--- config.mk ---
export PLATFORM = sky130hd
export DESIGN_NAME = exec_stage
export DESIGN_NICKNAME = d
export VERILOG_FILES = /design/src/rtl/cpu_types_pkg.sv /design/src/rtl/exec_pkg.sv /design/src/rtl/alu.sv /design/src/rtl/exec_stage.sv /design/src/rtl/exec_writeback.sv /design/src/rtl/instr_decode.sv
export SDC_FILE = /design/constraint.sdc
export NUM_CORES = 1
export LEC_CHECK = 0
export BUFFER_PORTS_ARGS = -buffer_cell sky130_fd_sc_hd__buf_2
export CAP_MARGIN = 40
export CORE_MARGIN = 10
export CORE_UTILIZATION = 40
export CTS_BUF_LIST = sky130_fd_sc_hd__clkbuf_8 sky130_fd_sc_hd__clkbuf_16
export CTS_CLUSTER_SIZE = 8
export DETAILED_ROUTE_END_ITERATION = 12
export GPL_TIMING_DRIVEN = 0
export PLACE_DENSITY = 0.55
export SLEW_MARGIN = 10
export SYNTH_ARGS = -nofsm -noshare
export SYNTH_HDL_FRONTEND = slang
export SYNTH_SLANG_ARGS = --single-unit
--- constraint.sdc ---
create_clock -name CLK -period 6.5 [get_ports CLK]
set_clock_uncertainty 0.2 [all_clocks]
set_input_delay 0.65 -clock CLK [delete_from_list [all_inputs] [get_ports CLK]]
set_output_delay 0.65 -clock CLK [all_outputs]
set_load 0.01 [all_outputs]
--- src/rtl/cpu_types_pkg.sv ---
// ~~~~~~~~~~~~~~~~~~~~~~~~~~~~~~~~~~~~~~~~~~~~~~~~~~~~~~~~~~
// instruction set types for the MIPS-style core
// opcodes, R-type funct codes, register index and the
// R/I instruction word seen two ways through one union
// ~~~~~~~~~~~~~~~~~~~~~~~~~~~~~~~~~~~~~~~~~~~~~~~~~~~~~~~~~~

package cpu_types_pkg;

  // datapath width
  localparam int WORD_W = 32;

  // instruction field widths
  localparam int REG_W   = 5;
  localparam int SHAMT_W = 5;
  localparam int IMM_W   = 16;

  // LUI places the immediate in the upper half
  localparam logic [WORD_W-1:0] LUI_SHIFT = 16;

  // primary opcode
  typedef enum logic [5:0] {
    RTYPE = 6'h00,
    ADDI  = 6'h08,
    ADDIU = 6'h09,
    SLTI  = 6'h0A,
    SLTIU = 6'h0B,
    ANDI  = 6'h0C,
    ORI   = 6'h0D,
    XORI  = 6'h0E,
    LUI   = 6'h0F
  } opcode_t;

  // R-type function field
  typedef enum logic [5:0] {
    SLL  = 6'h00,
    SRL  = 6'h02,
    ADD  = 6'h20,
    ADDU = 6'h21,
    SUB  = 6'h22,
    SUBU = 6'h23,
    AND  = 6'h24,
    OR   = 6'h25,
    XOR  = 6'h26,
    NOR  = 6'h27,
    SLT  = 6'h2A,
    SLTU = 6'h2B
  } funct_t;

  typedef logic [REG_W-1:0] reg_idx_t;

  typedef struct packed {
    opcode_t              opcode;
    reg_idx_t             rs;
    reg_idx_t             rt;
    reg_idx_t             rd;
    logic [SHAMT_W-1:0]   shamt;
    funct_t               funct;
  } rtype_t;

  typedef struct packed {
    opcode_t              opcode;
    reg_idx_t             rs;
    reg_idx_t             rt;
    logic [IMM_W-1:0]     imm;
  } itype_t;

  // opcode sits in the same bits in both views
  typedef union packed {
    rtype_t rtype;
    itype_t itype;
  } instr_u;

endpackage

--- src/rtl/exec_pkg.sv ---
// ~~~~~~~~~~~~~~~~~~~~~~~~~~~~~~~~~~~~~~~~~~~~~~~~~~~~~~~~~~
// execute stage types
// ALU operation codes, flags, the operand bundle handed
// from decode and the result bundle leaving write-back
// ~~~~~~~~~~~~~~~~~~~~~~~~~~~~~~~~~~~~~~~~~~~~~~~~~~~~~~~~~~

package exec_pkg;

  typedef enum logic [3:0] {
    ALU_SLL,
    ALU_SRL,
    ALU_ADD,
    ALU_SUB,
    ALU_AND,
    ALU_OR,
    ALU_XOR,
    ALU_NOR,
    ALU_SLT,
    ALU_SLTU
  } aluop_t;

  typedef struct packed {
    logic negative;
    logic overflow;
    logic zero;
  } alu_flags_t;

  // decoded operation, one per issued instruction
  typedef struct packed {
    aluop_t                                aluop;
    logic [cpu_types_pkg::WORD_W-1:0]      port_a;
    logic [cpu_types_pkg::WORD_W-1:0]      port_b;
    cpu_types_pkg::reg_idx_t               dest;
    // set for ADD, SUB and ADDI only
    logic                                  trap_ovf;
    logic                                  illegal;
  } exec_op_t;

  typedef struct packed {
    logic [cpu_types_pkg::WORD_W-1:0]      value;
    alu_flags_t                            flags;
    cpu_types_pkg::reg_idx_t               dest;
    logic                                  wen;
    logic                                  ovf_trap;
    logic                                  illegal_trap;
  } exec_result_t;

endpackage

--- src/rtl/alu.sv ---
// ~~~~~~~~~~~~~~~~~~~~~~~~~~~~~~~~~~~~~~~~~~~~~~~~~~~~~~~~~~
// combinational ALU
// shifts, add/sub, logic ops and set-less-than with
// negative, overflow and zero flags
// ~~~~~~~~~~~~~~~~~~~~~~~~~~~~~~~~~~~~~~~~~~~~~~~~~~~~~~~~~~

module alu (
  // sampling clock for the checks below
  input  logic                                  CLK,
  input  exec_pkg::aluop_t                      aluop_i,
  input  logic [cpu_types_pkg::WORD_W-1:0]      port_a_i,
  input  logic [cpu_types_pkg::WORD_W-1:0]      port_b_i,
  output logic [cpu_types_pkg::WORD_W-1:0]      port_o,
  output exec_pkg::alu_flags_t                  flags_o
);

  localparam int MSB = cpu_types_pkg::WORD_W - 1;

  logic [cpu_types_pkg::WORD_W-1:0]  sum;
  logic [cpu_types_pkg::WORD_W-1:0]  diff;
  logic [cpu_types_pkg::SHAMT_W-1:0] shamt;
  logic                              add_ovf;
  logic                              sub_ovf;
  logic                              ovf;

  assign sum   = port_a_i + port_b_i;
  assign diff  = port_a_i - port_b_i;
  assign shamt = port_b_i[cpu_types_pkg::SHAMT_W-1:0];

  // same-sign inputs, result sign flipped
  assign add_ovf = (port_a_i[MSB] == port_b_i[MSB]) && (sum[MSB] != port_a_i[MSB]);
  // opposite-sign inputs, result takes sign of b
  assign sub_ovf = (port_a_i[MSB] != port_b_i[MSB]) && (diff[MSB] != port_a_i[MSB]);

  always_comb
  begin
    port_o = '0;
    ovf    = 1'b0;
    case (aluop_i)
      exec_pkg::ALU_SLL:  port_o = port_a_i << shamt;
      exec_pkg::ALU_SRL:  port_o = port_a_i >> shamt;
      exec_pkg::ALU_ADD:
      begin
        port_o = sum;
        ovf    = add_ovf;
      end
      exec_pkg::ALU_SUB:
      begin
        port_o = diff;
        ovf    = sub_ovf;
      end
      exec_pkg::ALU_AND:  port_o = port_a_i & port_b_i;
      exec_pkg::ALU_OR:   port_o = port_a_i | port_b_i;
      exec_pkg::ALU_XOR:  port_o = port_a_i ^ port_b_i;
      exec_pkg::ALU_NOR:  port_o = ~(port_a_i | port_b_i);
      exec_pkg::ALU_SLT:
        port_o = {{MSB{1'b0}}, ($signed(port_a_i) < $signed(port_b_i))};
      exec_pkg::ALU_SLTU:
        port_o = {{MSB{1'b0}}, (port_a_i < port_b_i)};
      default:            port_o = '0;
    endcase
  end

  assign flags_o.negative = port_o[MSB];
  assign flags_o.overflow = ovf;
  assign flags_o.zero     = (port_o == '0);

  // overflow only means something for add and sub
  a_ovf_only_addsub: assert property (
    @(posedge CLK)
    !(aluop_i inside {exec_pkg::ALU_ADD, exec_pkg::ALU_SUB}) |-> !flags_o.overflow
  );

  // sub and xor give zero exactly for equal operands
  a_zero_matches: assert property (
    @(posedge CLK)
    (aluop_i inside {exec_pkg::ALU_SUB, exec_pkg::ALU_XOR}) |->
      flags_o.zero == (port_a_i == port_b_i)
  );

endmodule

--- src/rtl/exec_stage.sv ---
// ~~~~~~~~~~~~~~~~~~~~~~~~~~~~~~~~~~~~~~~~~~~~~~~~~~~~~~~~~~
// execute stage top
// decode -> ALU -> write-back, two cycles valid to valid
// ~~~~~~~~~~~~~~~~~~~~~~~~~~~~~~~~~~~~~~~~~~~~~~~~~~~~~~~~~~

module exec_stage (
  input  logic                                  CLK,
  input  logic                                  arst_n_i,
  input  logic                                  valid_i,
  input  cpu_types_pkg::instr_u                 instr_i,
  input  logic [cpu_types_pkg::WORD_W-1:0]      rs_data_i,
  input  logic [cpu_types_pkg::WORD_W-1:0]      rt_data_i,
  output logic                                  valid_o,
  output exec_pkg::exec_result_t                result_o
);

  exec_pkg::exec_op_t               op_q;
  logic                             op_valid_q;
  logic [cpu_types_pkg::WORD_W-1:0] alu_port;
  exec_pkg::alu_flags_t             alu_flags;

  instr_decode u_instr_decode (
    .CLK        (CLK),
    .arst_n_i   (arst_n_i),
    .valid_i    (valid_i),
    .instr_i    (instr_i),
    .rs_data_i  (rs_data_i),
    .rt_data_i  (rt_data_i),
    .op_o       (op_q),
    .op_valid_o (op_valid_q)
  );

  alu u_alu (
    .CLK      (CLK),
    .aluop_i  (op_q.aluop),
    .port_a_i (op_q.port_a),
    .port_b_i (op_q.port_b),
    .port_o   (alu_port),
    .flags_o  (alu_flags)
  );

  exec_writeback u_exec_writeback (
    .CLK         (CLK),
    .arst_n_i    (arst_n_i),
    .op_valid_i  (op_valid_q),
    .op_i        (op_q),
    .alu_value_i (alu_port),
    .alu_flags_i (alu_flags),
    .valid_o     (valid_o),
    .result_o    (result_o)
  );

endmodule

--- src/rtl/exec_writeback.sv ---
// ~~~~~~~~~~~~~~~~~~~~~~~~~~~~~~~~~~~~~~~~~~~~~~~~~~~~~~~~~~
// execute write-back
// registers the ALU result and resolves the traps, the
// destination and the register write enable
// ~~~~~~~~~~~~~~~~~~~~~~~~~~~~~~~~~~~~~~~~~~~~~~~~~~~~~~~~~~

module exec_writeback (
  input  logic                                  CLK,
  input  logic                                  arst_n_i,
  input  logic                                  op_valid_i,
  input  exec_pkg::exec_op_t                    op_i,
  input  logic [cpu_types_pkg::WORD_W-1:0]      alu_value_i,
  input  exec_pkg::alu_flags_t                  alu_flags_i,
  output logic                                  valid_o,
  output exec_pkg::exec_result_t                result_o
);

  logic                             ovf_trap_d;
  logic                             wen_d;
  logic                             valid_q;
  logic                             wen_q;
  logic                             ovf_trap_q;
  logic                             illegal_trap_q;
  logic [cpu_types_pkg::WORD_W-1:0] value_q;
  exec_pkg::alu_flags_t             flags_q;
  cpu_types_pkg::reg_idx_t          dest_q;

  assign ovf_trap_d = op_i.trap_ovf & alu_flags_i.overflow;

  // r0 is hardwired, writes to it are dropped
  assign wen_d = op_valid_i & ~ovf_trap_d & ~op_i.illegal & (op_i.dest != '0);

  always_ff @(posedge CLK or negedge arst_n_i)
  begin
    if (!arst_n_i)
    begin
      valid_q        <= 1'b0;
      wen_q          <= 1'b0;
      ovf_trap_q     <= 1'b0;
      illegal_trap_q <= 1'b0;
    end
    else
    begin
      valid_q        <= op_valid_i;
      wen_q          <= wen_d;
      ovf_trap_q     <= op_valid_i & ovf_trap_d;
      illegal_trap_q <= op_valid_i & op_i.illegal;
    end
  end

  always_ff @(posedge CLK)
  begin
    if (op_valid_i)
    begin
      value_q <= alu_value_i;
      flags_q <= alu_flags_i;
      dest_q  <= op_i.dest;
    end
  end

  assign valid_o               = valid_q;
  assign result_o.value        = value_q;
  assign result_o.flags        = flags_q;
  assign result_o.dest         = dest_q;
  assign result_o.wen          = wen_q;
  assign result_o.ovf_trap     = ovf_trap_q;
  assign result_o.illegal_trap = illegal_trap_q;

  // a trapped instruction never reaches the register file
  a_wen_no_trap: assert property (
    @(posedge CLK) disable iff (!arst_n_i)
    result_o.wen |-> valid_o && !(result_o.ovf_trap || result_o.illegal_trap)
  );

endmodule

--- src/rtl/instr_decode.sv ---
// ~~~~~~~~~~~~~~~~~~~~~~~~~~~~~~~~~~~~~~~~~~~~~~~~~~~~~~~~~~
// instruction decode for the execute stage
// turns a strobed R/I-type word and the two register
// values into a registered ALU operand bundle
// ~~~~~~~~~~~~~~~~~~~~~~~~~~~~~~~~~~~~~~~~~~~~~~~~~~~~~~~~~~

module instr_decode (
  input  logic                                  CLK,
  input  logic                                  arst_n_i,
  input  logic                                  valid_i,
  input  cpu_types_pkg::instr_u                 instr_i,
  input  logic [cpu_types_pkg::WORD_W-1:0]      rs_data_i,
  input  logic [cpu_types_pkg::WORD_W-1:0]      rt_data_i,
  output exec_pkg::exec_op_t                    op_o,
  output logic                                  op_valid_o
);

  logic [cpu_types_pkg::WORD_W-1:0] imm_sext;
  logic [cpu_types_pkg::WORD_W-1:0] imm_zext;
  logic [cpu_types_pkg::WORD_W-1:0] shamt_zext;
  exec_pkg::exec_op_t               op_d;
  exec_pkg::exec_op_t               op_q;
  logic                             op_valid_q;

  // immediate and shift amount extensions
  assign imm_sext = {{(cpu_types_pkg::WORD_W - cpu_types_pkg::IMM_W)
                      {instr_i.itype.imm[cpu_types_pkg::IMM_W-1]}},
                     instr_i.itype.imm};
  assign imm_zext = {{(cpu_types_pkg::WORD_W - cpu_types_pkg::IMM_W){1'b0}},
                     instr_i.itype.imm};
  assign shamt_zext = {{(cpu_types_pkg::WORD_W - cpu_types_pkg::SHAMT_W){1'b0}},
                       instr_i.rtype.shamt};

  always_comb
  begin
    op_d          = '0;
    op_d.aluop    = exec_pkg::ALU_ADD;
    op_d.port_a   = rs_data_i;
    op_d.port_b   = imm_sext;
    op_d.dest     = instr_i.itype.rt;
    op_d.trap_ovf = 1'b0;
    op_d.illegal  = 1'b0;

    if (instr_i.rtype.opcode == cpu_types_pkg::RTYPE)
    begin
      op_d.dest   = instr_i.rtype.rd;
      op_d.port_b = rt_data_i;
      case (instr_i.rtype.funct)
        cpu_types_pkg::SLL:
        begin
          op_d.aluop  = exec_pkg::ALU_SLL;
          op_d.port_a = rt_data_i;
          op_d.port_b = shamt_zext;
        end
        cpu_types_pkg::SRL:
        begin
          op_d.aluop  = exec_pkg::ALU_SRL;
          op_d.port_a = rt_data_i;
          op_d.port_b = shamt_zext;
        end
        cpu_types_pkg::ADD:
        begin
          op_d.aluop    = exec_pkg::ALU_ADD;
          op_d.trap_ovf = 1'b1;
        end
        cpu_types_pkg::ADDU: op_d.aluop = exec_pkg::ALU_ADD;
        cpu_types_pkg::SUB:
        begin
          op_d.aluop    = exec_pkg::ALU_SUB;
          op_d.trap_ovf = 1'b1;
        end
        cpu_types_pkg::SUBU: op_d.aluop = exec_pkg::ALU_SUB;
        cpu_types_pkg::AND:  op_d.aluop = exec_pkg::ALU_AND;
        cpu_types_pkg::OR:   op_d.aluop = exec_pkg::ALU_OR;
        cpu_types_pkg::XOR:  op_d.aluop = exec_pkg::ALU_XOR;
        cpu_types_pkg::NOR:  op_d.aluop = exec_pkg::ALU_NOR;
        cpu_types_pkg::SLT:  op_d.aluop = exec_pkg::ALU_SLT;
        cpu_types_pkg::SLTU: op_d.aluop = exec_pkg::ALU_SLTU;
        default:             op_d.illegal = 1'b1;
      endcase
    end
    else
    begin
      case (instr_i.itype.opcode)
        cpu_types_pkg::ADDI:
        begin
          op_d.aluop    = exec_pkg::ALU_ADD;
          op_d.trap_ovf = 1'b1;
        end
        cpu_types_pkg::ADDIU: op_d.aluop = exec_pkg::ALU_ADD;
        cpu_types_pkg::SLTI:  op_d.aluop = exec_pkg::ALU_SLT;
        cpu_types_pkg::SLTIU: op_d.aluop = exec_pkg::ALU_SLTU;
        cpu_types_pkg::ANDI:
        begin
          op_d.aluop  = exec_pkg::ALU_AND;
          op_d.port_b = imm_zext;
        end
        cpu_types_pkg::ORI:
        begin
          op_d.aluop  = exec_pkg::ALU_OR;
          op_d.port_b = imm_zext;
        end
        cpu_types_pkg::XORI:
        begin
          op_d.aluop  = exec_pkg::ALU_XOR;
          op_d.port_b = imm_zext;
        end
        // LUI rides on the shifter
        cpu_types_pkg::LUI:
        begin
          op_d.aluop  = exec_pkg::ALU_SLL;
          op_d.port_a = imm_zext;
          op_d.port_b = cpu_types_pkg::LUI_SHIFT;
        end
        default: op_d.illegal = 1'b1;
      endcase
    end
  end

  always_ff @(posedge CLK or negedge arst_n_i)
  begin
    if (!arst_n_i)
    begin
      op_valid_q <= 1'b0;
      op_q       <= '0;
    end
    else
    begin
      op_valid_q <= valid_i;
      if (valid_i)
        op_q <= op_d;
    end
  end

  assign op_o       = op_q;
  assign op_valid_o = op_valid_q;

  // one decoded op per strobe, never a spontaneous one
  a_no_spurious_valid: assert property (
    @(posedge CLK) disable iff (!arst_n_i)
    !valid_i |=> !op_valid_o
  );

endmodule

==> results by group <==
STA
  • Final Cycle Share: 95.7%
  • Relative slew slack: 31.2%
  • Slew Viols, Final: 0
  • RSZ-0062 raised after global routing: no
  • Tmin final: 6.22 ns
  • Fmax: 161 MHz
  • Final Setup Violations: 0
  • Final Hold Viols: 0
  • Worst Tran Pin Value: 1.03 ns
  • Final setup TNS: 0 ns

Synthesis
  • Area leader, netlist: dfrtp_1
  • Share of the synthesized area in the top cell type: 14.1%
  • Library cells used by synthesis: 88
  • Main flop type after synthesis: dfrtp_1
  • Syn Nets: 2,024
  • Post-Syn Instances: 1,817
  • Sequential element share of the synthesized area: 22.4%
  • Synthesized area: 0.0142 mm2
  • Yosys warnings: 0
  • Top post-synthesis cells by area: dfrtp_1, ha_1, edfxtp_1
  • Post-synth EDFFs: 39
  • Syn_area_per_cell: a little under 8 um2
  • Share of synthesized flip-flops with an asynchronous set or reset: around two thirds
  • #FFs+latches synth: roughly 120

Finish
  • Share of cells above drive strength 1: 13.8%
  • Fillers: 3,538
  • Leading cell types in the layout, fill and taps excluded: nand2_1, nor2_1, buf_2
  • Most common cell after layout, fill and taps aside: nand2_1
  • Area growth syn-to-layout: 13.8%
  • Finished Layout Cells: 2,444
  • Nets@finish: 2,183
  • Antenna diodes: 0

Floorplan
  • Area of the core: 0.0347 mm2
  • Die width: roughly 210 um
  • IO Pins: ~140
  • Row cnt: a little under 70
  • Die height: 208 um
  • Die area: between 0.04 and 0.05 mm2
  • Initial core utilization: 40.8%

Clocking
  • Root buf cell: clkbuf_16
  • CTS tree: built
  • H-tree depth: 4
  • TritonCTS Buffers: 17
  • Max clock buf depth: 2
  • Clock-pin slew on the worst setup and hold paths: 0.07 ns
  • Clock sink count: 119
  • Clock Latency Late Sink: 0.48 ns

Worst setup path
  • CP Max Fanout: 20
  • Delay-heaviest family, CP: simple AND/OR/NAND/NOR gates
  • R2R cell count: 15
  • Critical Path End Type: register
  • Req. time, crit path: 6.63 ns
  • CP Buf/Inv Count: 3
  • Startpoint Class: register
  • Crit path cell chain: buf_2, inv_1, buf_2, ha_1, a21o_1, a41oi_1, a211o_1, nand3_1, a221oi_1, nand3_1, or4_1, or4_1, or4_1, nor4_1, and4b_1
  • WP depth: 15
  • Worst EP arrival: 6.35 ns
  • Max incr delay on CP: 0.63 ns
  • Critical path class: register to register
  • Critical-path top delay cell: or4_1
  • Crit path top cell by count: or4_1

Power and ir drop
  • Total chip power: 3950 uW
  • Maximum vdd drop: 0.228 mV
  • LEAKAGE: 0.00666 uW
  • Pwr dens: 245 mW/mm2

GRT
  • First-pass GRT wire length: 109 mm
  • Vias in the first global route: 15.7k
  • GR Util All Layers: 33.2%
  • Initial antenna violation count: 0
  • Largest net degree at the start of global routing: 51
  • GRT overflow: 0

Placed design
  • Post-Place Cells: 2,412
  • HPWL Detailed: 61.5 mm
  • IO buf count: 133
  • Routability cong.: 1.04

Flow run
  • Number of max-cap violations: 0

Routing
  • Drt wl/cell: 30.5 um
  • DRC viols: 0
  • Starting DRC count in detailed routing: 2,044
  • Drt total wl: 74.5 mm
  • Via count: approximately 16k
  • Vias per inst: 6.62
  • ANT nets after route: 0
  • DRT Pass-1 Iters: 6

Min path
  • Tightest Hold Check Type: input pin to register
  • Hold Path Stages: 1

Outcome
  • Status: complete, no violations
## routing by layer
metal / vias up / GRT usage (%) / part of all wire (%)
li1: 7148 / - / -
met1: 7827 / 43.7 / 41
met2: 1016 / 50.9 / 44
met3: 179 / 6.78 / 9.9
met4: 0 / 16.0 / 5.1
met5: - / 0.115 / 0
## state kept, by name, summed over array words and instances (netlist names)
| name | count |
|---|---|
| u_exec_writeback.dest_q | 5 |
| u_instr_decode.op_o | 75 |
| u_exec_writeback.result_o | 3 |
| u_exec_writeback.valid_o | 1 |
| u_exec_writeback.value_q | 31 |
| u_exec_writeback.wen_q | 1 |
| u_exec_writeback.ovf_trap_q | 1 |
| u_instr_decode.op_valid_o | 1 |
| u_exec_writeback.illegal_trap_q | 1 |
## worst paths after layout
check | from | endpoint | slack (ns)
max in group asynchronous | arst_n_i | u_exec_writeback.valid_o$_DFF_PN0_ | 5.00
setup / recovery | u_instr_decode.op_o[9]$_DFFE_PN0P_ | u_exec_writeback.result_o[8]$_DFFE_PP_ | 0.28
setup reg to reg | u_instr_decode.op_o[9]$_DFFE_PN0P_ | u_exec_writeback.result_o[8]$_DFFE_PP_ | 0.28
min in group asynchronous | arst_n_i | u_instr_decode.op_o[0]$_DFFE_PN0P_ | 0.49
hold / removal | valid_i | u_instr_decode.op_valid_o$_DFF_PN0_ | 0.10
hold reg to reg | u_instr_decode.op_o[5]$_DFFE_PN0P_ | u_exec_writeback.dest_q[3]$_DFFE_PP_ | 0.29
## layout make-up
cell class	instances	area (um2)	area share (%)
repair buffers	143	773	4.80
plain buffers	142	612	3.80
inverters	100	375	2.33
clock inverters	13	143	0.886
clock buffers	19	453	2.81
multi-input cells	1453	10000	62.1
well taps	455	569	3.53
flip-flops and latches	119	3170	19.7
## cells in the mapped netlist, types with 25 or more instances
cell / n
a211oi_1: 38
a21o_1: 25
a21oi_1: 139
a221oi_1: 38
a22oi_1: 33
clkbuf_1: 108
dfrtp_1: 80
edfxtp_1: 39
ha_1: 106
inv_1: 98
mux2_2: 32
mux2i_1: 59
nand2_1: 180
nand3_1: 38
nor2_1: 160
nor3_1: 35
o211ai_1: 59
o21ai_0: 128
o22ai_1: 31
## report_power, final
| part | internal (uW) | leakage [uW] | switching (uW) |
|---|---|---|---|
| clock | 587 | 0.000291 | 425 |
| combinational | 623 | 0.00505 | 1330 |
| sequential | 874 | 0.00132 | 113 |
| total | 2080 | 0.00666 | 1870 |
## per-stage QoR
| step | setup WS [ns] | cell area (um2) | utilization (%) | hold slack, ns |
|---|---|---|---|---|
| floorplan | 1.09 | 14200 | - | 0.154 |
| global placement | -1.09 | 15400 | 44.3 | 0.265 |
| detailed placement | -1.06 | 15500 | 44.6 | 0.267 |
| CTS | 0.00427 | 16100 | 46.3 | 0.0980 |
| global route | 0.00742 | 16100 | 46.4 | 0.116 |
| finish | 0.281 | 16100 | 46.4 | 0.104 |
## worst register-to-register path: stages (launching register included)
cell      delay [ns]
dfrtp_1         0.47
buf_2           0.27
inv_1           0.34
buf_2           0.57
ha_1            0.43
a21o_1          0.25
a41oi_1         0.41
a211o_1         0.20
nand3_1         0.10
a221oi_1        0.34
nand3_1         0.30
or4_1           0.63
or4_1           0.50
or4_1           0.42
nor4_1          0.43
and4b_1         0.25
## what timing repair did
action	4_1_cts	5_1_grt
hold buffers	1	0
setup endpoints to repair	7	1
setup buffers	0	0
resized for setup	5	3
hold endpoints to repair	30	0
## cells by family (layout without fill, tap and decap cells)
| group | Yosys count | after routing | synth area share [%] |
|---|---|---|---|
| AO/OA/AOI/OAI | 660 | 660 | 31.6 |
| multiplexers | 113 | 113 | 9.87 |
| flip-flops | 119 | 119 | 22.4 |
| adder cells (fa/ha/maj) | 108 | 108 | 9.65 |
| XOR/XNOR | 23 | 23 | 1.42 |
| buffers and inverters | 245 | 417 | 7.02 |
| AND/OR/NAND/NOR | 549 | 549 | 18.0 |
Note: power is estimated with default switching activity, not from simulation.
